<file path="config.mk">
export PLATFORM = sky130hd
export DESIGN_NAME = md_addr_decode
export DESIGN_NICKNAME = d
export VERILOG_FILES = /design/src/verilog/md_bus_pkg.sv /design/src/verilog/md_addr_decode.sv
export SDC_FILE = /design/constraint.sdc
export NUM_CORES = 1
export LEC_CHECK = 0
export ABC_AREA = 1
export BUFFER_PORTS_ARGS = -buffer_cell sky130_fd_sc_hd__buf_2
export CELL_PAD_IN_SITES_DETAIL_PLACEMENT = 2
export CELL_PAD_IN_SITES_GLOBAL_PLACEMENT = 2
export CORE_ASPECT_RATIO = 1.1
export CORE_MARGIN = 2
export CORE_UTILIZATION = 18
export DETAILED_ROUTE_END_ITERATION = 10
export GPL_TIMING_DRIVEN = 0
export PLACE_DENSITY = 0.91
export REMOVE_ABC_BUFFERS = 1
export SLEW_MARGIN = 40
export SYNTH_ARGS = -nofsm -noshare
export SYNTH_HDL_FRONTEND = slang
export SYNTH_SLANG_ARGS = --single-unit
</file>
<file path="constraint.sdc">
create_clock -name vclk -period 1.4
set_input_delay 0.28 -clock vclk [all_inputs]
set_output_delay 0.28 -clock vclk [all_outputs]
set_load 0.02 [all_outputs]
</file>
<file path="src/verilog/md_bus_pkg.sv">
package md_bus_pkg;

	// ------------------------------------------------------------------------
	// Bus words
	// ------------------------------------------------------------------------

	// 68000 word address, A0 is implied by the byte enables
	typedef logic [23:1] bus_addr_t;
	typedef logic [15:0] bus_data_t;

	// One access as it travels through the bus
	typedef struct packed {
		bus_addr_t addr;
		bus_data_t wdata;
		logic      rnw;
		logic [1:0] be;   // [1] upper byte, [0] lower byte
	} bus_req_t;

	// ------------------------------------------------------------------------
	// Enumerations
	// ------------------------------------------------------------------------

	typedef enum logic [2:0] {
		TGT_ROM,
		TGT_ROM_VOID,
		TGT_BANK_REG,
		TGT_WORK_RAM,
		TGT_OPEN_BUS
	} bus_target_e;

	typedef enum logic [2:0] {
		IDLE,
		SELECT,
		RAM_READ,
		ROM_WAIT,
		FINISH
	} bus_state_e;

	typedef enum logic {
		MST_CPU,
		MST_DMA
	} bus_master_e;

	// ------------------------------------------------------------------------
	// Banking and open bus
	// ------------------------------------------------------------------------

	// 512 KB slot number
	typedef logic [4:0] bank_t;

	localparam int BANK_SLOTS = 8;

	// NOP opcode, what the CPU sees before any real read
	localparam bus_data_t OPEN_BUS_RESET = 16'h4E71;

	// Bank writes only count for carts bigger than 2 MB
	localparam logic [23:0] ROM_BANK_LIMIT = 24'h200000;

	// Clock enable periods in MCLK cycles
	localparam int CPU_PERIOD_NORMAL = 7;
	localparam int CPU_PERIOD_TURBO1 = 4;
	localparam int CPU_PERIOD_TURBO2 = 2;
	localparam int FM_PERIOD         = 7;
	localparam int PSG_PERIOD        = 15;

endpackage

</file>
<file path="src/verilog/md_addr_decode.sv">
`timescale 1ns/1ps

module md_addr_decode
	import md_bus_pkg::*;
(
	input  bus_addr_t   addr,
	input  logic [23:0] rom_size,
	output bus_target_e target
);

	logic [23:0] byte_addr;

	assign byte_addr = {addr, 1'b0};

	// ------------------------------------------------------------------------
	// 000000-9FFFFF  cartridge, empty above the ROM size
	// A130xx         bank registers
	// E00000-FFFFFF  work RAM, mirrored
	// ------------------------------------------------------------------------

	always_comb begin
		if (addr[23:20] < 4'hA) begin
			if (byte_addr < rom_size) begin
				target = TGT_ROM;
			end else begin
				target = TGT_ROM_VOID;
			end
		end else if (addr[23:8] == 16'hA130) begin
			target = TGT_BANK_REG;
		end else if (&addr[23:21]) begin
			target = TGT_WORK_RAM;
		end else begin
			// Nothing answers here
			target = TGT_OPEN_BUS;
		end
	end

endmodule

</file>
== Yosys cells after proc, flatten, opt, wreduce, memory -nomap -nowiden ==
Cells that the tools add are included.

* Divide/modulo/power cells: 0
* Mux-type cells: 4
* Shifts and indexed selects: 0
* Add/sub/neg operators: 0
* Reductions and logical operators: 1
* $mul: 0
* Equal/unequal tests: 1
* Magnitude comparators: 2
* Bitwise logic cells: 0

{| class="wikitable"
|+ Operator list
! kind !! count
|-
| 24-bit less-than comparator || 1
|-
| 16-bit == test, second input constant || 1
|-
| 3-bit two-way mux || 3
|-
| 4-bit less-than comparator, second input constant || 1
|-
| 3-bit AND reduction || 1
|-
| 1-bit two-way mux || 1
|}

* Bits in read-only memories: 0
* Output and inout port bits: 3
* Register bits: 0
* Memory bits (writable): 0
* Memories: 0
* Latch bits: 0

== Depth between registers and ports, before layout ==
* Depth in word-level cells: 4
* Gate-level depth with buffers: 12
* Mapped depth without buffers: 12

== Worst setup path after synthesis ==
OpenSTA, ideal clock, no wires.

* Kind: input to output
* From: input rom_size[15]
* To: output target[0]
* Buffers on the path: 0
* Required time: 1.120 ns
* Path slack: -0.096 ns
* Cell stages on the path: 10
* Data arrival time: 1.216 ns
* Cell sequence: inv_1 -> ha_1 -> nand2_1 -> nor2_2 -> nand4_1 -> nor2_1 -> nand2_1 -> nand3_1 -> nand2_1 -> nand2_1

* Cells in the longest elaborated chain, start to end: 3

{| class="wikitable"
|+ Ends and longest elaborated chain
! what !! line !! text
|-
| start, declared || md_addr_decode.sv:7 || <nowiki>input logic [23:0] rom_size,</nowiki>
|-
| 24-bit less-than comparator || md_addr_decode.sv:23 || <nowiki>if (byte_addr < rom_size) begin</nowiki>
|-
| 1-bit two-way mux || md_addr_decode.sv:23 ||
|-
| 3-bit two-way mux || md_addr_decode.sv:22 || <nowiki>if (addr[23:20] < 4'hA) begin</nowiki>
|-
| end, declared || md_addr_decode.sv:8 || <nowiki>output bus_target_e target</nowiki>
|}

No other way between the ends.

== Final worst setup path ==
* From: input addr[16]
* To: output target[0]

* Cells in the longest elaborated chain, start to end: 3
* Elaborated cells on any way between the ends: 5
* Those cells by class: order compare: 1; eq/ne: 1; mux: 3

{| class="wikitable"
|+ Ends and longest elaborated chain
! what !! line !! text
|-
| start, declared || md_addr_decode.sv:6 || <nowiki>input bus_addr_t addr,</nowiki>
|-
| 24-bit less-than comparator or 16-bit == test (tied branches) || md_addr_decode.sv:23, md_addr_decode.sv:28 ||
|-
| 1-bit two-way mux or 3-bit two-way mux (tied branches) || md_addr_decode.sv:23, md_addr_decode.sv:28 ||
|-
| 3-bit two-way mux * || md_addr_decode.sv:22 ||
|}

Every way passes the cells marked *; elsewhere a longest branch is shown, timed or not.

==> flow_summary_export.csv <==
group,metric,value,unit
route,vias,938,
global_routing,grt_max_degree,5,
timing,worst_pin_slew,327,ps
final_layout,nClkBuffers,0,
min_path,min_path_type,"in -> out",
final_layout,num-nets-final,243,
route,antenna_left,0,
power,switching_share,0.489,
timing,post-route-period-util,1.23,
logic_synthesis,synth_area,701,sq um
floorplan,die_y,69.4,microns
power,combPwrFrac,1.000,
route,dr.first_iter.drc_count,5,
logic_synthesis,postSynthAreaPerCell,5.79,sq um
route,first_pass_iters,3,
final_layout,diodes,0,
final_layout,drive_above_1_share,0.544,
placement,hpwl,2320,microns
timing,relSlewSlack,0.780,
global_routing,grtUsageTotal,0.133,
timing,hold_viol_final,0,
timing,period_needed,1720,ps
final_layout,seq_area,0,sq um
floorplan,rows,23,
power,seqPwrFrac,0,
logic_synthesis,syn_inst,121,
power,p_per_area,298,nW/um^2
global_routing,grt_pass1_vias,1077,
placement,placed_cell_area,1010,sq um
floorplan,fp.dieW,63.5,microns
timing,rsz0062_at_grt,"yes",
final_layout,nFlopsAndLatches,0,
logic_synthesis,yosys_warnings,0,
critical_path,slowest_stage,"ha_4",
power,p_clk_frac,0,
route,post_drt_wl_per_cell,12.8,microns
critical_path,crit_fanout,2,
timing,setup_viol,3,
clock_network,holdBufCountCts,0,
outcome,violations,"negative setup slack",
timing,fmax,583,MHz
floorplan,ios,50,
final_layout,fin_area,1380,sq um
floorplan,start_util,0.190,
final_layout,fill_cells,455,
floorplan,core_area,3680,sq um
global_routing,grt-ovfl-total,0,
flow_run,maxCapViolCount,0,
critical_path,cp_num_buf_inv,2,
outcome,status,"finished, violations left",
final_layout,syn_to_final_growth,96.6,%
global_routing,antenna_found_initial,0,
critical_path,critPathMaxStageDelay,270,ps
placement,place.gp.congestion,0.716,
timing,finalMaxSlewViolations,0,
critical_path,path_cells,"buf_2 -> ha_4 -> nand2_1 -> nor2_2 -> nand2_2 -> nor2_2 -> nand2_1 -> nand3_1 -> nand2_1 -> nand2_1 -> buf_6",
power,irDropWorstVdd,92.5,uV
placement,post-place-ws,-397,ps
critical_path,path_delay_family,"simple AND/OR/NAND/NOR gates",
timing,setup_ws,-315,ps
power,p_leak,0.739,nW
logic_synthesis,ys_types,12,
clock_network,postCtsSetupBuffers,0,
power,internal_power,210,uW
global_routing,grt_pass1_wl,4880,microns
critical_path,critPathRequiredTime,1120,ps
critical_path,critical_path_class,"in -> out",
power,p_sw,201,uW
route,finalWirelength,2820,microns
logic_synthesis,yosysSeqAreaShare,0,
critical_path,cp_common_cell,"nand2_1",
critical_path,arrival,1440,ps
route,drc_errors,0,
critical_path,startpoint_type,"input port",
floorplan,die_area,4410,sq um
route,viasPerCell,4.24,
critical_path,endpoint_kind,"output port",
placement,io_buffers,50,
==> cell families (layout without fill, tap and decap cells) <==
logic type,after synthesis,in the layout,share of synthesized area
and+or+nand+nor,50,50,0.302
adders and majority gates,23,23,0.411
AOI/OAI and AO/OA,12,12,0.0947
buffers and inverters,36,86,0.193
==> final timing paths <==
| kind | slack (ps) | end | from | depth (start not counted) |
|---|---|---|---|---|
| setup / recovery | -320 | target[0] | addr[16] | 11 |
| hold / removal | 940 | target[0] | addr[20] | 4 |
==> final cells by class <==
cell class | count | area [sq um] | share of cell area
inverters | 36 | 135 | 0.0981
multi-input cells | 85 | 861 | 0.625
well taps | 50 | 62.6 | 0.0454
repair buffers | 50 | 319 | 0.232
==> cell usage in the layout (no fill, tap or decap), drive strengths merged <==
master | Yosys | final
buf | 0 | 50
nand3 | 3 | 3
nand4 | 2 | 2
a21oi | 8 | 8
ha | 23 | 23
nand2 | 32 | 32
nor4 | 4 | 4
o21ai | 2 | 2
nor2 | 9 | 9
inv | 36 | 36
a21o | 2 | 2
==> power groups by stage <==
stage	logic, mW	registers, mW	clock network, mW
after global placement	0.252	0	0
after global routing	0.462	0	0
after detailed placement	0.270	0	0
after CTS	0.395	0	0
final	0.411	0	0
after floorplan	0.146	0	0
==> stage by stage <==
stage	util	total power, mW	cells	hold slack [ps]	TNS [ps]
6_report	0.374	0.411	221	936	-397
2_1_floorplan	-	0.146	121	747	-96.0
3_5_place_dp	0.275	0.270	221	972	-673
4_1_cts	0.364	0.395	221	929	-613
3_3_place_gp	0.275	0.252	221	971	-679
5_1_grt	0.374	0.462	221	974	-629
==> cell usage after synthesis <==
master    n  area [sq um]
inv_1    36           135
nand2_1  32           120
ha_1     23           288
a21oi_1   8          40.0
nor2_1    7          26.3
nor4_1    4          25.0
nand3_1   3          15.0
nand4_1   2          12.5
nor2_2    2          12.5
o21ai_0   2          10.0
a21o_1    1          7.51
a21o_2    1          8.76
==> routing by layer <==
metal | up-vias | track usage | routed length (microns)
li1 | 478 | - | -
met1 | 432 | 0.145 | 1070
met2 | 28 | 0.283 | 1630
met3 | 0 | 0.0114 | 124
met4 | 0 | 0 | 0
met5 | - | 0 | 0
==> repair_timing <==
| action | CTS | global route |
|---|---|---|
| pin swaps | 19 | 3 |
| setup endpoints to repair | 3 | 3 |
| resized for setup | 54 | 11 |
(Power assumes the default switching activity.)
