**src/verilog/md_bus_pkg.sv**
```systemverilog
package md_bus_pkg;

	// ------------------------------------------------------------------------
	// Bus words
	// ------------------------------------------------------------------------

	// 68000 word address, A0 is implied by the byte enables
	typedef logic [23:1] bus_addr_t;
	typedef logic [15:0] bus_data_t;

	// One access as it travels through the bus
	typedef struct packed {
		bus_addr_t addr;
		bus_data_t wdata;
		logic      rnw;
		logic [1:0] be;   // [1] upper byte, [0] lower byte
	} bus_req_t;

	// ------------------------------------------------------------------------
	// Enumerations
	// ------------------------------------------------------------------------

	typedef enum logic [2:0] {
		TGT_ROM,
		TGT_ROM_VOID,
		TGT_BANK_REG,
		TGT_WORK_RAM,
		TGT_OPEN_BUS
	} bus_target_e;

	typedef enum logic [2:0] {
		IDLE,
		SELECT,
		RAM_READ,
		ROM_WAIT,
		FINISH
	} bus_state_e;

	typedef enum logic {
		MST_CPU,
		MST_DMA
	} bus_master_e;

	// ------------------------------------------------------------------------
	// Banking and open bus
	// ------------------------------------------------------------------------

	// 512 KB slot number
	typedef logic [4:0] bank_t;

	localparam int BANK_SLOTS = 8;

	// NOP opcode, what the CPU sees before any real read
	localparam bus_data_t OPEN_BUS_RESET = 16'h4E71;

	// Bank writes only count for carts bigger than 2 MB
	localparam logic [23:0] ROM_BANK_LIMIT = 24'h200000;

	// Clock enable periods in MCLK cycles
	localparam int CPU_PERIOD_NORMAL = 7;
	localparam int CPU_PERIOD_TURBO1 = 4;
	localparam int CPU_PERIOD_TURBO2 = 2;
	localparam int FM_PERIOD         = 7;
	localparam int PSG_PERIOD        = 15;

endpackage

```
**src/verilog/md_clock_enables.sv**
```systemverilog
`timescale 1ns/1ps

module md_clock_enables
	import md_bus_pkg::*;
(
	input  logic       MCLK,
	input  logic       reset,
	input  logic [1:0] turbo,
	output logic       cpu_ce_p,
	output logic       cpu_ce_n,
	output logic       fm_ce,
	output logic       psg_ce
);

	logic [3:0] cpu_cnt;
	logic [3:0] cpu_period;
	logic [3:0] next_period;
	logic [3:0] cpu_mid;
	logic [3:0] next_mid;
	logic       cpu_wrap;
	logic [3:0] fm_cnt;
	logic [3:0] psg_cnt;
	logic       fm_wrap;
	logic       psg_wrap;

	always_comb begin
		case (turbo)
			2'd1:    next_period = 4'(CPU_PERIOD_TURBO1);
			2'd2:    next_period = 4'(CPU_PERIOD_TURBO2);
			default: next_period = 4'(CPU_PERIOD_NORMAL);
		endcase
	end

	// Offset of the n phase after the p phase: 3, 1 or 0
	assign cpu_mid  = (cpu_period - 4'd1) >> 1;
	assign next_mid = (next_period - 4'd1) >> 1;
	assign cpu_wrap = cpu_cnt == cpu_period - 4'd1;
	assign fm_wrap  = fm_cnt == 4'(FM_PERIOD - 1);
	assign psg_wrap = psg_cnt == 4'(PSG_PERIOD - 1);

	always_ff @(posedge MCLK) begin
		if (reset) begin
			cpu_cnt    <= '0;
			cpu_period <= 4'(CPU_PERIOD_NORMAL);
			fm_cnt     <= '0;
			psg_cnt    <= '0;
			cpu_ce_p   <= 1'b0;
			cpu_ce_n   <= 1'b0;
			fm_ce      <= 1'b0;
			psg_ce     <= 1'b0;
		end else begin
			// Turbo only changes the period at a wrap
			if (cpu_wrap) begin
				cpu_cnt    <= '0;
				cpu_period <= next_period;
			end else begin
				cpu_cnt <= cpu_cnt + 4'd1;
			end
			cpu_ce_p <= cpu_wrap;
			cpu_ce_n <= cpu_wrap ? (next_mid == 4'd0) : (cpu_cnt + 4'd1 == cpu_mid);

			fm_cnt  <= fm_wrap ? 4'd0 : fm_cnt + 4'd1;
			fm_ce   <= fm_wrap;
			psg_cnt <= psg_wrap ? 4'd0 : psg_cnt + 4'd1;
			psg_ce  <= psg_wrap;
		end
	end

	// Both phases together only in the fastest turbo mode
	a_phase_overlap: assert property (@(posedge MCLK) disable iff (reset)
		(cpu_ce_p && cpu_ce_n) |-> cpu_period == 4'(CPU_PERIOD_TURBO2));

endmodule

```
**config.mk**
```make
export PLATFORM = sky130hd
export DESIGN_NAME = md_clock_enables
export DESIGN_NICKNAME = d
export VERILOG_FILES = /design/src/verilog/md_bus_pkg.sv /design/src/verilog/md_clock_enables.sv
export SDC_FILE = /design/constraint.sdc
export NUM_CORES = 1
export LEC_CHECK = 0
export ABC_AREA = 1
export BUFFER_PORTS_ARGS = -buffer_cell sky130_fd_sc_hd__buf_2
export CORE_MARGIN = 2
export CORE_UTILIZATION = 56
export DETAILED_ROUTE_END_ITERATION = 6
export GPL_ROUTABILITY_DRIVEN = 0
export PLACE_DENSITY = 0.75
export REMOVE_ABC_BUFFERS = 1
export SKIP_LAST_GASP = 1
export SLEW_MARGIN = 20
export SYNTH_ARGS = -nofsm -noshare
export SYNTH_HDL_FRONTEND = slang
export SYNTH_SLANG_ARGS = --single-unit
```
**constraint.sdc**
```tcl
create_clock -name MCLK -period 1.67 [get_ports MCLK]
set_input_delay 0.334 -clock MCLK [delete_from_list [all_inputs] [get_ports MCLK]]
set_output_delay 0.334 -clock MCLK [all_outputs]
set_load 0.005 [all_outputs]
```
# Word level (Yosys, flattened, before mapping)
# Index checks and enable logic that the tools add are counted.
dict set report totals {
  input_bits 4
  output_inout_bits 4
  register_bits 20
}
dict set report op_classes {
  n_eq_ne 6
  n_mux 2
  n_reduce_logical 4
  n_addsub 5
}
# operator count
set ops {}
lappend ops {{adder 4 x 1 -> 4 bit, second input constant} 3}
lappend ops {{subtractor 4 x 1 -> 4 bit, second input constant} 2}
lappend ops {{one-hot mux 3 bit (2 select lines)} 1}
lappend ops {{OR reduction 2 bit} 3}
lappend ops {{equality test 4 x 3 -> 1 bit} 1}
lappend ops {{equality test 4 x 3 -> 1 bit, second input constant} 1}
lappend ops {{equality test 4 bit} 1}
lappend ops {{equality test 4 bit, second input constant} 1}
lappend ops {{logical NOT 4 bit} 1}
lappend ops {{equality test 2 x 1 -> 1 bit, second input constant} 1}
lappend ops {{equality test 2 bit, second input constant} 1}
lappend ops {{two-way mux 1 bit} 1}

# Longest topological paths before layout
# Gate-level depths: netlist of the first run.
dict set report logic_depth {
  ltp_word 5
  ltp_mapped 10
}

# Worst setup path before layout of the first run
# OpenSTA, ideal clock, no wires.
dict set report synth_timing {
  kind {flip-flop to flip-flop}
  startpoint {reg cpu_period[0]}
  endpoint {reg cpu_cnt[0]}
  stages_incl_launch_ff 8
  slack_ps 215
  arrival_time_ps 1334
  t_required_ps 1549
  setup_time_ps 121
  n_path_buf 0
  path_cell_list {dfxtp_1 inv_1 ha_1 xnor2_1 nor2_4 nand3_4 nand2_2 nor2_1}
}
dict set report synth_between {
  elab_chain_cells 3
}
# element line
set synth_lines {}
lappend synth_lines {{start, declared} md_clock_enables.sv:16} ;# logic [3:0] cpu_period;
lappend synth_lines {{start signal, assigned} md_clock_enables.sv:44} ;# cpu_period <= 4'(CPU_PERIOD_NORMAL);
lappend synth_lines {{start signal, assigned} md_clock_enables.sv:55} ;# cpu_period <= next_period;
lappend synth_lines {{subtractor 4 x 1 -> 4 bit} md_clock_enables.sv:37} ;# assign cpu_wrap = cpu_cnt == cpu_period - 4'd1;
lappend synth_lines {{equality test 4 bit} md_clock_enables.sv:37}
lappend synth_lines {{OR reduction 2 bit (no source line)} -}
lappend synth_lines {{end signal, assigned} md_clock_enables.sv:57} ;# cpu_cnt <= cpu_cnt + 4'd1;
lappend synth_lines {{end, declared} md_clock_enables.sv:15} ;# logic [3:0] cpu_cnt;
# Every way passes these cells.
# A chain may end at the register's enable or synchronous reset.

# Final worst setup path of the first run
dict set report layout_timing {
  startpoint {reg cpu_period[0]}
  endpoint {reg cpu_period[1]}
}
dict set report layout_between {
  elab_chain_cells 2
}
# element line
set layout_lines {}
lappend layout_lines {{subtractor 4 x 1 -> 4 bit} md_clock_enables.sv:37}
lappend layout_lines {{equality test 4 bit} md_clock_enables.sv:37}
# Every way passes these cells.

==> impl_metrics.tcl, run 1 <==
set metrics [dict create \
    wire_per_inst_um 10.6 \
    worstHoldStart "reset" \
    dpl.cell_count 144 \
    drc 0 \
    holdPathStages 2 \
    worstPathMaxFanout 4 \
    critPathRequiredTime_ns 1.87 \
    period_needed_ns 1.56 \
    synth_area_um2 946 \
    clkTransAtPathRegs_ns 0.11 \
    core_um2 1540 \
    io_buffers 7 \
    yosys.area_share.simple 0.351 \
    grt_pass1_wl_um 2730 \
    vdd_drop_max_uv 620 \
    reg2reg_depth 7 \
    startpoint_type "flip-flop" \
    antenna_found_initial 0 \
    num_rows 14 \
    muxShareOfSynthArea 0 \
    max_slew_margin 0.825 \
    drive_above_1_share 0.134 \
    synth_compound_area_frac 0.0132 \
    post_cts_buffers 0 \
    synthCells 121 \
    grt_max_degree 12 \
    clockRootBuffer "clkbuf_4" \
    stdcell_count 150 \
    vias 784 \
    r2r_start "cpu_period[0]" \
    status "completed" \
    synth_top_cell_by_area "dfxtp_1" \
    totalWireLength_um 1600 \
    setup_tns_ns 0 \
    die_y_um 45.1 \
    synthTopCellsByArea "dfxtp_1 40%, ha_1 12%, nand2_1 10%, nand3_1 9.5%, nor2_1 6.7%" \
    synth_top_area_frac 0.402 \
    dp_hpwl_um 1290 \
    fin_skew_ns 0.00951 \
    postLayoutCellArea_um2 1040 \
    max_freq_ghz 0.642 \
    reg2reg_slack_ns 0.11 \
    place_area_um2 1000 \
    rsz0062_at_grt "false" \
    clk_path_buf_depth 2 \
    antenna_cells 0 \
    die_area_um2 2030 \
    cts_tree "built" \
    fin_crit_sh 0.932 \
    first_global_vias 710 \
    ys_seq_area_frac 0.402 \
    setup-violations-final 0 \
    ios 8 \
    areaGrowthSynthToFinish_pct 10.3 \
    cts_buffers 3 \
    r2r_end "cpu_period[1]" \
    cap_viol_max_count 0 \
    numClockSinks 19 \
    gr-total-overflow 0 \
    num-fill-cells 127 \
    holdBufCountCts 0 \
    h-tree-depth 1 \
    cp.arrival_ns 1.75 \
    synth_top_family_by_area "simple AND/OR/NAND/NOR gates" \
    synth_seq_cells 19 \
    hold_path.class "input pin to flip-flop" \
    synth-xor-area-share 0.0556 \
    hold-worst-slack_ns 0.236 \
    nets 148 \
    synthAdderAreaFrac 0.119 \
    worstMarginPinSlew_ns 0.261 \
    min_to "fm_ce" \
    clkLatencyLatePin_ns 0.30 \
    ys_warn_count 0 \
    power_uw 856 \
    vias_per_cell 5.23 \
    critPathKind "flip-flop to flip-flop" \
    drtPass1Iterations 4 \
    post-place-ws_ns 0.107 \
    synth_cell_type_count 16 \
    utilization 0.677 \
    setup_ws_ns 0.113 \
    drv_slew 0 \
    initial_core_util 0.614 \
    final_antenna_net_count 0 \
    syn-mean-instance-area_um2 7.82 \
    cts_resized 0 \
    p_leak_nw 0.532 \
    hold_violations 0 \
    endpoint_kind "flip-flop" \
    dieWidth_um 45.1 \
    drtIter0Drc 10 \
    powerDensity_nw_per_um2 821 \
    grtUsageTotal 0.185 \
]
==> where the power goes <==
part	internal [mW]	switching, mW	leakage, nW
Clock	0.0893	0.139	0.0177
Combinational	0.0559	0.0716	0.359
Sequential	0.477	0.0231	0.155
Total	0.623	0.234	0.532
==> worst max path at each step <==
stage | startpoint | endpoint | slack [ns] | cells past startpoint
2_1_floorplan | cpu_period[0] | cpu_cnt[0] | 0.21 | 7
6_report | cpu_period[0] | cpu_period[1] | 0.11 | 7
3_3_place_gp | cpu_period[0] | cpu_ce_n | 0.15 | 7
3_5_place_dp | cpu_period[0] | cpu_period[1] | 0.11 | 7
5_1_grt | cpu_period[0] | cpu_cnt[0] | 0.005 | 7
4_1_cts | cpu_period[0] | cpu_cnt[0] | 0.1 | 7
==> worst max-delay path, stage by stage, from the launching register on <==
cell	delay, ns
dfxtp_1	0.40
inv_1	0.10
ha_1	0.34
xnor2_1	0.25
nor2_4	0.08
buf_4	0.14
nand3b_1	0.08
nand3_1	0.07
==> Yosys cell counts <==
cell and n:
nand2_2 2, o211ai_1 1, nand3b_1 2, clkinv_1 1
xnor2_1 5, xor2_1 1, dfxtp_1 19, nor2_4 2
nand3_1 18, ha_1 9, a21oi_1 1, nand4_1 2
nand2_1 26, nand3_4 1, nor2_1 17, inv_1 14
==> cell usage in the layout (no fill, tap or decap) <==
cell and count:
inv_1 14, clkinv_2 1, xor2_1 1, nand2_2 2, a21oi_1 1, nand3_4 1
dfxtp_1 19, clkbuf_4 3, nand2_1 26, nor2_4 2, nand4_1 2, nand3b_1 2
clkinv_1 1, ha_1 9, buf_4 2, xnor2_1 5, nand3_1 18, o211ai_1 1
buf_2 7, nor2_1 17
==> kinds of logic (layout without fill, tap and decap cells) <==
family,after synthesis,in the layout
AOI/OAI and AO/OA,2,2
xor gates and xnor gates,6,6
adders and majority gates,9,9
buffers and inverters,15,28
DFF,19,19
and+or+nand+nor,70,70
==> metal layers <==
metal / part of all wire / global-route usage
met5: 0 / 0
met4: 0.033 / 0.106
met3: 0.026 / 0.0360
met2: 0.51 / 0.331
met1: 0.43 / 0.201
==> flip-flops by register name (all words and copies together) (netlist names) <==
signal and cells:
cpu_ce_n 1, cpu_ce_p 1, cpu_cnt 4, cpu_period 3, fm_ce 1, fm_cnt 4, psg_ce 1, psg_cnt 4
==> final cells by class <==
class / instances / area (µm²) / area share
Multi-Input combinational cell: 87 / 509 / 0.488
Sequential cell: 19 / 380 / 0.365
Inverter: 15 / 56.3 / 0.0540
Timing Repair Buffer: 9 / 50.0 / 0.0480
Clock buffer: 3 / 22.5 / 0.0216
Tap cell: 16 / 20.0 / 0.0192
Clock inverter: 1 / 5.00 / 0.00480
Note: power is estimated with default switching activity, not from simulation.
==> run 2: changes to the inputs <==
--- a/config.mk
+++ b/config.mk
@@ -7,7 +7,7 @@
 export LEC_CHECK = 0
 export ABC_AREA = 1
 export BUFFER_PORTS_ARGS = -buffer_cell sky130_fd_sc_hd__buf_2
-export CORE_MARGIN = 2
+export CORE_MARGIN = 5
 export CORE_UTILIZATION = 56
 export DETAILED_ROUTE_END_ITERATION = 6
 export GPL_ROUTABILITY_DRIVEN = 0
==> impl_metrics.tcl, run 2 (synthesis results as in run 1) <==
set metrics [dict create \
    drtPass1Iterations 4 \
    setup_tns_ns 0 \
    holdBufCountCts 0 \
    nets 146 \
    regArea_um2 382 \
    multi_input_area_um2 509 \
    antenna_cells 0 \
    fin_crit_sh 0.938 \
    first_global_vias 746 \
    vdd_drop_max_uv 709 \
    core_um2 1560 \
    h-tree-depth 1 \
    cts_tree "built" \
    vias_per_cell 5.08 \
    crit_start "cpu_period[0]" \
    grt_max_degree 13 \
    worstPathMaxFanout 6 \
    ios 8 \
    clk_path_buf_depth 2 \
    numClockSinks 19 \
    critPathKind "flip-flop to flip-flop" \
    critPathRequiredTime_ns 1.86 \
    r2r_end "cpu_cnt[0]" \
    die_y_um 51.1 \
    p_leak_nw 0.516 \
    setup-violations-final 0 \
    antenna_found_initial 0 \
    layout_commonest_cell "nand2_1" \
    max_freq_ghz 0.638 \
    reg2reg_slack_ns 0.10 \
    status "completed" \
    critPathCapture "cpu_cnt[0]" \
    reg2reg_depth 7 \
    period_needed_ns 1.57 \
    grtUsageTotal 0.145 \
    gr-total-overflow 0 \
    clockRootBuffer "clkbuf_4" \
    wire_per_inst_um 10.8 \
    totalWireLength_um 1600 \
    drtIter0Drc 6 \
    clkTransAtPathRegs_ns 0.11 \
    die_area_um2 2610 \
    post_cts_buffers 0 \
    io_buffers 7 \
    endpoint_kind "flip-flop" \
    setup_ws_ns 0.103 \
    rsz0062_at_grt "false" \
    powerDensity_nw_per_um2 826 \
    grt_pass1_wl_um 2860 \
    initial_core_util 0.607 \
    clkLatencyLatePin_ns 0.29 \
    max_slew_margin 0.811 \
    cap_viol_max_count 0 \
    reg_top3 "cpu_cnt: 4 flops, fm_cnt: 4 flops, psg_cnt: 4 flops" \
    worstMarginPinSlew_ns 0.282 \
    areaGrowthSynthToFinish_pct 9.13 \
    startpoint_type "flip-flop" \
    drc 0 \
    dieWidth_um 51.1 \
    cts_buffers 3 \
    post-place-ws_ns 0.0682 \
    num-fill-cells 133 \
    final_antenna_net_count 0 \
    hold_violations 0 \
    r2r_start "cpu_period[0]" \
    hold_path.class "input pin to flip-flop" \
    layout_common_cells "26 x nand2_1, 18 x nand3_1, 18 x dfxtp_1" \
    num_rows 14 \
    cp.arrival_ns 1.76 \
    vias 752 \
    drive_above_1_share 0.129 \
    fin_skew_ns 0.00125 \
    drv_slew 0 \
    dp_hpwl_um 1250 \
]
-- run 2: cell count changes in the layout (fill, tap and decap cells not counted), sizes merged --
cell / delta
clkinv: -1
clkinvlp: +1
buf: -2
-- run 2: area by class of cell --
class,count,area share
inverter,15,0.0545
clock inverter,1,0.00727
sequential,19,0.370
tap,16,0.0194
clock buffer,3,0.0218
timing repair buffer,7,0.0339
multi-input combinational,87,0.493
-- run 2: layer usage --
metal  vias up  GRT usage  wire length (µm)
li1        407          -                 -
met1       336      0.156               703
met2         7      0.258               830
met3         2     0.0465                43
met4         0     0.0673                19
met5         -          0                 0
-- run 2: critical path: stages, from the launching register on --
cell and delay, ns:
dfxtp_2 0.37, inv_1 0.08, ha_1 0.34, xnor2_1 0.18, nor2_4 0.19, nand3_4 0.13, nand2_2 0.11, nor2_1 0.05
-- run 2: power breakdown --
| group | internal, mW | leakage, nW | switching, mW |
|---|---|---|---|
| Clock | 0.0910 | 0.0139 | 0.143 |
| Combinational | 0.0495 | 0.347 | 0.0676 |
| Sequential | 0.478 | 0.155 | 0.0241 |
| Total | 0.618 | 0.516 | 0.234 |
-- run 2: worst min path at each step --
| stage | from | end | slack [ns] | cells past startpoint |
|---|---|---|---|---|
| floorplan | reset | cpu_ce_p | 0.41 | 1 |
| global placement | fm_cnt[0] | fm_cnt[0] | 0.44 | 1 |
| detailed placement | psg_cnt[0] | psg_cnt[0] | 0.45 | 1 |
| CTS | reset | psg_ce | 0.22 | 2 |
| global route | reset | psg_ce | 0.22 | 2 |
| finish | reset | cpu_ce_p | 0.24 | 2 |
-- run 2: what timing repair did --
item,in CTS,in global routing
resized for setup,0,1
endpoints found under the hold margin,0,0
setup endpoints to repair,0,8
-- run 2: through the flow --
| step | utilization | hold WS (ns) | instances | power, mW | instance area [µm²] |
|---|---|---|---|---|---|
| floorplan | - | 0.406 | 121 | 0.598 | 946 |
| global placement | 0.642 | 0.444 | 144 | 0.625 | 1000 |
| CTS | 0.661 | 0.224 | 148 | 0.862 | 1030 |
| detailed placement | 0.642 | 0.450 | 144 | 0.630 | 1000 |
| global route | 0.662 | 0.217 | 148 | 0.909 | 1030 |
| finish | 0.662 | 0.235 | 148 | 0.852 | 1030 |
