### config.mk
export PLATFORM = sky130hd
export DESIGN_NAME = md_bus_fsm
export DESIGN_NICKNAME = d
export VERILOG_FILES = /design/src/verilog/md_bus_pkg.sv /design/src/verilog/md_bus_fsm.sv
export SDC_FILE = /design/constraint.sdc
export NUM_CORES = 1
export LEC_CHECK = 0
export BUFFER_PORTS_ARGS = -buffer_cell sky130_fd_sc_hd__buf_4
export CAP_MARGIN = 0
export CORE_ASPECT_RATIO = 1.5
export CORE_MARGIN = 2
export CORE_UTILIZATION = 30
export CTS_BUF_LIST = sky130_fd_sc_hd__clkbuf_4 sky130_fd_sc_hd__clkbuf_8
export DETAILED_ROUTE_END_ITERATION = 8
export PLACE_DENSITY = 0.62
export SYNTH_ARGS = -nofsm -noshare
export SYNTH_HDL_FRONTEND = slang
export SYNTH_SLANG_ARGS = --single-unit
### constraint.sdc
create_clock -name MCLK -period 2.4 [get_ports MCLK]
set_clock_uncertainty 0.15 [all_clocks]
set_input_delay 0.24 -clock MCLK [delete_from_list [all_inputs] [get_ports MCLK]]
set_output_delay 0.24 -clock MCLK [all_outputs]
set_load 0.02 [all_outputs]
### src/verilog/md_bus_pkg.sv
package md_bus_pkg;

	// ------------------------------------------------------------------------
	// Bus words
	// ------------------------------------------------------------------------

	// 68000 word address, A0 is implied by the byte enables
	typedef logic [23:1] bus_addr_t;
	typedef logic [15:0] bus_data_t;

	// One access as it travels through the bus
	typedef struct packed {
		bus_addr_t addr;
		bus_data_t wdata;
		logic      rnw;
		logic [1:0] be;   // [1] upper byte, [0] lower byte
	} bus_req_t;

	// ------------------------------------------------------------------------
	// Enumerations
	// ------------------------------------------------------------------------

	typedef enum logic [2:0] {
		TGT_ROM,
		TGT_ROM_VOID,
		TGT_BANK_REG,
		TGT_WORK_RAM,
		TGT_OPEN_BUS
	} bus_target_e;

	typedef enum logic [2:0] {
		IDLE,
		SELECT,
		RAM_READ,
		ROM_WAIT,
		FINISH
	} bus_state_e;

	typedef enum logic {
		MST_CPU,
		MST_DMA
	} bus_master_e;

	// ------------------------------------------------------------------------
	// Banking and open bus
	// ------------------------------------------------------------------------

	// 512 KB slot number
	typedef logic [4:0] bank_t;

	localparam int BANK_SLOTS = 8;

	// NOP opcode, what the CPU sees before any real read
	localparam bus_data_t OPEN_BUS_RESET = 16'h4E71;

	// Bank writes only count for carts bigger than 2 MB
	localparam logic [23:0] ROM_BANK_LIMIT = 24'h200000;

	// Clock enable periods in MCLK cycles
	localparam int CPU_PERIOD_NORMAL = 7;
	localparam int CPU_PERIOD_TURBO1 = 4;
	localparam int CPU_PERIOD_TURBO2 = 2;
	localparam int FM_PERIOD         = 7;
	localparam int PSG_PERIOD        = 15;

endpackage

### src/verilog/md_bus_fsm.sv
`timescale 1ns/1ps

module md_bus_fsm
	import md_bus_pkg::*;
(
	input  logic        MCLK,
	input  logic        reset,
	input  logic        cpu_req,
	input  bus_req_t    cpu_access,
	input  logic        dma_req,
	input  bus_addr_t   dma_addr,
	input  bus_target_e target,
	input  bus_data_t   ram_q,
	input  logic        rom_done,
	input  bus_data_t   rom_q,
	output bus_req_t    cur,
	output logic        ram_sel,
	output logic        bank_wr,
	output logic        rom_start,
	output logic        cpu_done,
	output logic        dma_done,
	output bus_data_t   rdata
);

	bus_state_e  state;
	bus_master_e owner;
	logic        cpu_pend;
	logic        dma_pend;
	bus_req_t    cpu_acc_q;
	bus_addr_t   dma_addr_q;
	bus_req_t    dma_access;
	bus_data_t   data;
	bus_data_t   open_bus;

	// DMA only ever reads whole words
	assign dma_access = '{addr: dma_addr_q, wdata: '0, rnw: 1'b1, be: 2'b11};

	// ------------------------------------------------------------------------
	// Sequencing, pending flags and the open-bus latch
	// ------------------------------------------------------------------------

	always_ff @(posedge MCLK) begin
		if (reset) begin
			state    <= IDLE;
			owner    <= MST_CPU;
			cpu_pend <= 1'b0;
			dma_pend <= 1'b0;
			open_bus <= OPEN_BUS_RESET;
		end else begin
			if (cpu_req) cpu_pend <= 1'b1;
			if (dma_req) dma_pend <= 1'b1;

			case (state)
				IDLE: begin
					// CPU wins a tie
					if (cpu_pend) begin
						owner    <= MST_CPU;
						cpu_pend <= 1'b0;
						state    <= SELECT;
					end else if (dma_pend) begin
						owner    <= MST_DMA;
						dma_pend <= 1'b0;
						state    <= SELECT;
					end
				end
				SELECT: begin
					case (target)
						TGT_WORK_RAM: state <= RAM_READ;
						TGT_ROM:      state <= cur.rnw ? ROM_WAIT : FINISH;
						default:      state <= FINISH;
					endcase
				end
				RAM_READ: begin
					if (owner == MST_CPU && cur.rnw) open_bus <= ram_q;
					state <= FINISH;
				end
				ROM_WAIT: begin
					if (rom_done) begin
						if (owner == MST_CPU) open_bus <= rom_q;
						state <= FINISH;
					end
				end
				default: state <= IDLE;
			endcase
		end
	end

	// Captured access and the result word
	always_ff @(posedge MCLK) begin
		if (cpu_req) cpu_acc_q <= cpu_access;
		if (dma_req) dma_addr_q <= dma_addr;

		case (state)
			IDLE: begin
				if (cpu_pend) cur <= cpu_acc_q;
				else if (dma_pend) cur <= dma_access;
			end
			// Writes and unmapped reads see the latch, empty ROM space reads 0
			SELECT:   data <= (cur.rnw && target == TGT_ROM_VOID) ? '0 : open_bus;
			RAM_READ: if (cur.rnw) data <= ram_q;
			ROM_WAIT: if (rom_done) data <= rom_q;
			default:  ;
		endcase
	end

	assign ram_sel   = state == SELECT && target == TGT_WORK_RAM;
	assign bank_wr   = state == SELECT && target == TGT_BANK_REG && !cur.rnw;
	assign rom_start = state == SELECT && target == TGT_ROM && cur.rnw;

	assign cpu_done = state == FINISH && owner == MST_CPU;
	assign dma_done = state == FINISH && owner == MST_DMA;
	assign rdata    = data;

	a_one_done: assert property (@(posedge MCLK) disable iff (reset)
		!(cpu_done && dma_done));

endmodule

# --- Word-level counts from Yosys, hierarchy flattened ---
# Index checks and enable logic that the tools add are counted.
totals:
  reg_bits: 145
  inputBits: 105
op_classes:
  eq_ne: 12
  n_mux: 25
  n_bitwise: 1
  reduce_logical: 19
op_table:
  columns: ["cell", "count"]
  rows:
  - ["$mux W16", 6]
  - ["$mux W42", 2]
  - ["$pmux W16 S3", 1]
  - ["$pmux W16 S2", 1]
  - ["$eq A3 B2 Y1 const B", 4]
  - ["$mux W3", 4]
  - ["$pmux W3 S4", 1]
  - ["$logic_and A1 B1 Y1", 9]
  - ["$mux W1", 9]
  - ["$ne A2 B2 Y1 const B", 4]
  - ["$eq A3 B1 Y1 const B", 2]
  - ["$logic_not A3 Y1", 2]
  - ["$pmux W3 S2", 1]
  - ["$reduce_and A2 Y1", 2]
  - ["$reduce_and A4 Y1", 1]
  - ["$reduce_bool A2 Y1", 2]
  - ["$eq A3 B3 Y1 const B", 1]
  - ["$ne A3 B3 Y1 const B", 1]
  - ["$reduce_and A3 Y1", 1]
  - ["$reduce_bool A3 Y1", 1]
  - ["$logic_not A1 Y1", 1]
  - ["$not A1 Y1", 1]

# --- Longest topological paths before layout ---
# Gate-level depths: netlist of run 1.
logic_depth:
  word_depth: 4
  ltp_mapped: 6
  depth_no_buf: 3

# --- Worst setup path after synthesis of run 1 ---
# OpenSTA, ideal clock, no wires.
synth_timing:
  path_kind: "register to register"
  startpoint: "register state[1]"
  endpoint: "register cur[0] (netlist name) (enable)"
  arrival_time_ps: 1960
  required_time_ps: 1848
  path_slack_ps: -112
  stages_incl_launch_ff: 5
  n_path_buf: 2
  cell_sequence: "dfxtp_1 -> buf_6 -> clkbuf_1 -> nor3_1 -> o21a_1"
synth_between:
  elab_chain_len: 2
synth_rtl:
  columns: ["item", "line", "text"]
  rows:
  - ["start: declaration", "md_bus_fsm.sv:25", "bus_state_e state;"]
  - ["start signal: assignment", "md_bus_fsm.sv:69", "TGT_ROM: state <= cur.rnw ? ROM_WAIT : FINISH;"]
  - ["$logic_not A3 Y1", "md_bus_fsm.sv:93", "case (state)"]
  - ["$reduce_and A2 Y1 (no line)", null, null]
  - ["end signal: assignment", "md_bus_fsm.sv:95", "if (cpu_pend) cur <= cpu_acc_q;"]
  - ["end signal: assignment", "md_bus_fsm.sv:96", "else if (dma_pend) cur <= dma_access;"]
  - ["end: declaration", "md_bus_fsm.sv:16", "output bus_req_t cur,"]
# Every way passes these cells.
# A chain may end at the register's enable or synchronous reset.

# --- Worst setup path in the final report of run 1 ---
layout_timing:
  startpoint: "input target[2]"
  endpoint: "output rom_start"
layout_between:
  elab_chain_len: 3
layout_rtl:
  columns: ["item", "line", "text"]
  rows:
  - ["start: declaration", "md_bus_fsm.sv:12", "input bus_target_e target,"]
  - ["$logic_not A3 Y1", "md_bus_fsm.sv:108", "assign rom_start = state == SELECT && target == TGT_ROM && cur.rnw;"]
  - ["$logic_and A1 B1 Y1 (2 in series)", "md_bus_fsm.sv:108", null]
  - ["end: declaration", "md_bus_fsm.sv:19", "output logic rom_start,"]
# Every way passes these cells.

==> impl_metrics.tcl, run 1 <==
set metrics [dict create \
    cts.path.max_buffers 2 \
    sw_frac_of_total_pct 23.73 \
    slew_headroom_pct 50.60 \
    synth_edf_count 123 \
    slowest_stage "dlygate4sd3_1" \
    fmax_ghz 0.4369 \
    power_frac_seq_pct 49.7 \
    worstReg2RegStart "cur[2]" \
    synth_common_cells "123 x edfxtp_1, 27 x a21oi_1, 24 x mux2_2" \
    vias_per_cell 4.639 \
    yosys.area.top_type "edfxtp_1" \
    crit_type "input pin to output pin" \
    cp-end-kind "output pin" \
    p_int_mw 4.716 \
    fin_cells 821 \
    first_pass_iters 4 \
    synth_top_area_share_pct 67.47 \
    crit_arrival_ns 1.90 \
    syn_area_sq_um 5474 \
    hold_viol 0 \
    pwr-share-clk_pct 35.3 \
    grt_pass1_vias 4115 \
    worst-path-max-fanout 3 \
    syn-mean-instance-area_sq_um 16.59 \
    root_buffer "clkbuf_8" \
    fill_cells 1567 \
    first_iter_violations 182 \
    cts_tree "built" \
    rsz0062_at_grt "false" \
    worstRegToRegCells 4 \
    cp_cell_sequence "dlygate4sd3_1 > buf_4 > or4b_4 > or2_1 > inv_1 > buf_4" \
    hpwl_microns 8831 \
    cts_buffers 17 \
    synth_flop_cell "edfxtp_1" \
    synth_nets 435 \
    final-setup-viol-count 0 \
    dpl.cell_count 702 \
    antenna_found_initial 0 \
    dieArea_sq_um 19370 \
    insertion_delay_ns 0.43 \
    p_leak_nw 3.243 \
    critPathTopFamily "buffers and inverters" \
    num_vias 3809 \
    fin_util_pct 46.46 \
    synth_seq_cells 145 \
    io_buffers 167 \
    ant_nets 0 \
    synth_cells 330 \
    ios 168 \
    core_area_sq_um 17940 \
    cts_sinks 145 \
    die_w_microns 114.3 \
    cp.depth 6 \
    min_period_ns 2.289 \
    post-route-period-util_pct 95.38 \
    antenna_cells 0 \
    die_h_microns 169.4 \
    globalRouteTotalUtil_pct 13.68 \
    ys_top_cells_by_area "edfxtp_1 67%, dfxtp_1 8.0%, mux2_2 4.9%" \
    powerDensity_nw_per_um2 741.9 \
    overflow 0 \
    status "complete, no violations" \
    pre_cts_ws_ns 0.1400 \
    min_path_type "input pin to flop" \
    design_area_sq_um 8335 \
    synth_cell_types 36 \
    rr_endpoint "state[1]" \
    whs_ns 0.09371 \
    worst-path-buf-inv 4 \
    crit_required_ns 2.01 \
    critPathLaunch "target[2]" \
    rows 60 \
    setup_tns_ns 0 \
    synth-warning-count 0 \
    crit_path_start_kind "input pin" \
    max_stage_delay_ns 0.54 \
    wl_per_cell_microns 16.19 \
    yosysMostFrequentCell "edfxtp_1" \
    area_delta_synth_final_pct 52.27 \
    p_sw_mw 1.468 \
    layout_setup_ws_ns 0.1109 \
    drv_cap 0 \
    power_mw 6.184 \
    report.final.slew_viol_count 0 \
    grt_pass1_wl_microns 20030 \
    grt_max_degree 44 \
    r2r_slack_ns 0.13 \
    peakVddDrop_mv 0.4045 \
    cp-endpoint "rom_start" \
    synthArstFlopShare_pct 0 \
    yosysSeqAreaShare_pct 75.52 \
    place_congestion 0.8323 \
    power_frac_comb_pct 15.0 \
    tightest_slew_ns 0.7410 \
    wirelength_microns 13290 \
    place_area_sq_um 7005 \
    nNetsFinal 696 \
    initial_core_util_pct 30.51 \
    clkTransAtPathRegs_ns 0.08 \
    layout-drive-gt1-share_pct 40.56 \
    post-route-drc-count 0 \
    cp_common_cell "buf_4" \
    htree_levels 4 \
]
-- kinds of logic (layout without fill, tap and decap cells) --
kind of cell | after synthesis | after routing | synth area share (%)
buffers and inverters | 26 | 300 | 2.034
and+or+nand+nor | 68 | 68 | 8.549
muxes | 24 | 24 | 4.937
DFF | 145 | 145 | 75.52
AOI/OAI and AO/OA | 67 | 67 | 8.960
-- power groups by stage --
stage               Combinational, mW  Sequential [mW]  Clock, mW
floorplan                       0.226             3.26          0
CTS                             0.935             3.07       2.25
global placement                0.808             3.12          0
finish                          0.927             3.07       2.19
detailed placement              0.822             3.13          0
global route                    0.989             3.09       2.35
-- per-layer routing --
layer  vias to the layer above  wire [microns]  track usage [%]
met4                         0             283            6.310
met5                         -               0                0
met3                        20             753            3.786
met2                       152            7227            25.47
met1                      1813            5027            13.94
li1                       1824               -                -
-- area by class of cell --
cell class	count	area [sq um]	share of cell area, %
clock buffer	18	241.5	2.897
clock inverter	14	212.7	2.552
inverter	4	15.01	0.1801
multi-input combinational	159	1240	14.88
sequential	145	4138	49.64
tap	217	271.5	3.257
timing repair buffer	264	2217	26.60
-- cell usage in the layout, fill, tap and decap left out, types with 2 or more instances in the layout --
cell,netlist,final
buf_4,0,178
edfxtp_1,123,123
dlygate4sd3_1,0,84
a21oi_1,27,26
mux2_2,24,24
dfxtp_1,22,19
and2_1,17,17
clkbuf_8,0,17
and4b_1,16,16
a221o_1,16,16
nor2_1,12,12
a211oi_1,10,10
a22oi_1,8,8
bufinv_16,0,5
inv_1,4,4
nand2b_1,4,4
and3_1,3,3
nand2_1,3,3
clkinv_4,0,3
dfxtp_2,0,3
nor3_1,2,2
clkinv_1,0,2
clkinvlp_4,0,2
buf_12,0,2
-- worst register-to-register path, stage by stage (launching register included) --
cell and delay [ns]:
edfxtp_1 0.40, or3b_1 0.38, a211o_1 0.31, a2111oi_2 0.35, dlygate4sd3_1 0.61
-- worst min path at each step --
stage / start / end / slack, ns / cells past startpoint
final: dma_req / dma_addr_q[16] / 0.09 / 1
after global routing: dma_req / dma_addr_q[16] / 0.07 / 1
after detailed placement: cpu_access[0] / cpu_acc_q[0] / 0.27 / 1
after floorplan: reset / state[1] / 0.16 / 1
after CTS: dma_req / dma_addr_q[16] / 0.06 / 1
after global placement: cpu_access[8] / cpu_acc_q[8] / 0.27 / 1
-- sequential cells by signal (all words and copies together) (netlist names) --
signal and count:
cpu_acc_q 42, cpu_pend 1, cur 42, dma_addr_q 23, dma_pend 1, open_bus 16, owner 1, rdata 16
state 3
-- repair_timing --
| item | 4_1_cts | 5_1_grt |
|---|---|---|
| hold buffers | 84 | 0 |
| endpoints found under the hold margin | 100 | 0 |
| setup buffers | 0 | 3 |
| setup endpoints to repair | 1 | 2 |
| resized for setup | 1 | 2 |
Note: power is estimated with default switching activity, not from simulation.
==> run 2: changes to the inputs <==
--- a/config.mk
+++ b/config.mk
@@ -12,7 +12,8 @@
 export CORE_UTILIZATION = 30
 export CTS_BUF_LIST = sky130_fd_sc_hd__clkbuf_4 sky130_fd_sc_hd__clkbuf_8
 export DETAILED_ROUTE_END_ITERATION = 8
-export PLACE_DENSITY = 0.62
+export PLACE_DENSITY = 0.57
+export RECOVER_POWER = 50
 export SYNTH_ARGS = -nofsm -noshare
 export SYNTH_HDL_FRONTEND = slang
 export SYNTH_SLANG_ARGS = --single-unit
==> impl_metrics.tcl, run 2 (synthesized netlist as in run 1, its figures left out) <==
set metrics [dict create \
    layout.area.seq_sq_um 4135 \
    hold_start "rom_q[0]" \
    grt_pass1_wl_microns 19600 \
    final-setup-viol-count 0 \
    final_common_cell "edfxtp_1" \
    cts.path.max_buffers 2 \
    cp-end-kind "output pin" \
    dieArea_sq_um 19370 \
    crit_type "flop to output pin" \
    drv_cap 1 \
    nNetsFinal 697 \
    hpwl_microns 8968 \
    io_buffers 167 \
    powerDensity_nw_per_um2 707.1 \
    die_w_microns 114.3 \
    critPathTopFamily "simple AND/OR/NAND/NOR gates" \
    ant_nets 0 \
    overflow 0 \
    whs_ns 0.1343 \
    worst-path-buf-inv 1 \
    report.final.slew_viol_count 25 \
    slowest_stage "or4b_4" \
    pre_cts_ws_ns 0.4683 \
    htree_levels 4 \
    crit_arrival_ns 1.92 \
    ios 168 \
    worst-path-max-fanout 13 \
    first_pass_iters 4 \
    reg.largest.list "cpu_acc_q x42, cur x42, dma_addr_q x23" \
    peakVddDrop_mv 0.5908 \
    root_buffer "clkbuf_8" \
    layout-drive-gt1-share_pct 38.02 \
    status "complete, but fails checks" \
    min_period_ns 2.311 \
    cts_buffers 17 \
    globalRouteTotalUtil_pct 13.47 \
    rows 60 \
    clkTransAtPathRegs_ns 0.08 \
    num_vias 3804 \
    antenna_cells 0 \
    post-route-drc-count 0 \
    power_frac_seq_pct 53.0 \
    multi_input_area_sq_um 1242 \
    cp_cell_sequence "or4b_4 > nor4b_1 > buf_4" \
    fmax_ghz 0.4328 \
    rsz0062_at_grt "false" \
    p_int_mw 4.358 \
    initial_core_util_pct 30.51 \
    grt_pass1_vias 3943 \
    wl_per_cell_microns 15.85 \
    sw_frac_of_total_pct 24.84 \
    insertion_delay_ns 0.43 \
    max_stage_delay_ns 0.57 \
    min_path_type "input pin to flop" \
    p_leak_nw 3.139 \
    hold_viol 0 \
    core_area_sq_um 17940 \
    crit_path_start_kind "flop" \
    power_frac_comb_pct 15.4 \
    p_sw_mw 1.440 \
    slew_headroom_pct -1.253 \
    first_iter_violations 215 \
    crit_required_ns 2.01 \
    tightest_slew_ns 1.519 \
    critPathLaunch "state[1]" \
    cts_tree "built" \
    worstReg2RegStart "cur[2]" \
    area_delta_synth_final_pct 49.78 \
    place_congestion 0.8342 \
    final_cell_mix "123 x edfxtp_1, 100 x buf_4, 84 x dlygate4sd3_1" \
    die_h_microns 169.4 \
    layout_setup_ws_ns 0.08937 \
    setup_tns_ns 0 \
    cts_sinks 145 \
    violations "capacitance limit, slew limit" \
    grt_max_degree 47 \
    antenna_found_initial 0 \
    pwr-share-clk_pct 31.6 \
    post-route-period-util_pct 96.28 \
    fill_cells 1596 \
    wirelength_microns 13030 \
    vias_per_cell 4.628 \
]
## run 2: cell count changes in the layout (fill, tap and decap cells not counted), sizes merged
| cell | before | now |
|---|---|---|
| buf | 180 | 101 |
| bufinv | 5 | 2 |
| clkbuf | 18 | 97 |
| clkinv | 6 | 8 |
| clkinvlp | 2 | 3 |
| inv | 5 | 6 |
## run 2: area by class of cell
class | count | share of cell area (%)
clock buffer | 17 | 2.854
clock inverter | 15 | 1.740
inverter | 4 | 0.1831
multi-input combinational | 159 | 15.15
sequential | 145 | 50.43
tap | 217 | 3.311
timing repair buffer | 265 | 26.32
## run 2: worst register-to-register path: cells and delay by family (launching register included)
kind,cells,cell delay (ns)
AOI/OAI and AO/OA,2,0.68
buffers and inverters,1,0.59
DFF,1,0.44
and+or+nand+nor,1,0.39
## run 2: path summary, 6_finish.rpt
kind                            endpoint  slack (ns)  cells after the start
worst max-delay path             bank_wr        0.09                      3
worst min register to register    cur[1]        0.36                      1
worst max register to register  state[1]        0.10                      4
worst min-delay path            rdata[0]        0.13                      3
## run 2: metrics by stage
step	utilization (%)	std cells	total power, mW	area [sq um]
6_report	45.70	822	5.798	8199
5_1_grt	45.70	822	6.052	8199
4_1_cts	45.91	820	5.918	8238
3_5_place_dp	39.13	704	3.953	7020
3_3_place_gp	39.13	704	3.933	7020
2_1_floorplan	-	330	3.489	5475
## run 2: power by group through the flow
stage	sequential [mW]	combinational [mW]	clock, mW
floorplan	3.26	0.226	0
global placement	3.13	0.805	0
detailed placement	3.14	0.818	0
CTS	3.08	0.928	1.91
global route	3.10	0.957	2.00
finish	3.08	0.892	1.83
## run 2: routing by layer
layer | up-vias | wire length (microns) | share of wire [%] | GRT usage (%)
li1 | 1825 | - | - | -
met1 | 1827 | 5025 | 39 | 14.00
met2 | 138 | 7024 | 54 | 24.72
met3 | 14 | 751 | 5.8 | 3.893
met4 | 0 | 225 | 1.7 | 6.151
met5 | - | 0 | 0 | 0
## run 2: repair_timing
item / CTS / global route
hold buffers: 84 / 0
buffers inserted: 0 / 2
endpoints found under the hold margin: 101 / 0
gates resized for setup: 0 / 2
setup endpoints to repair: 0 / 3
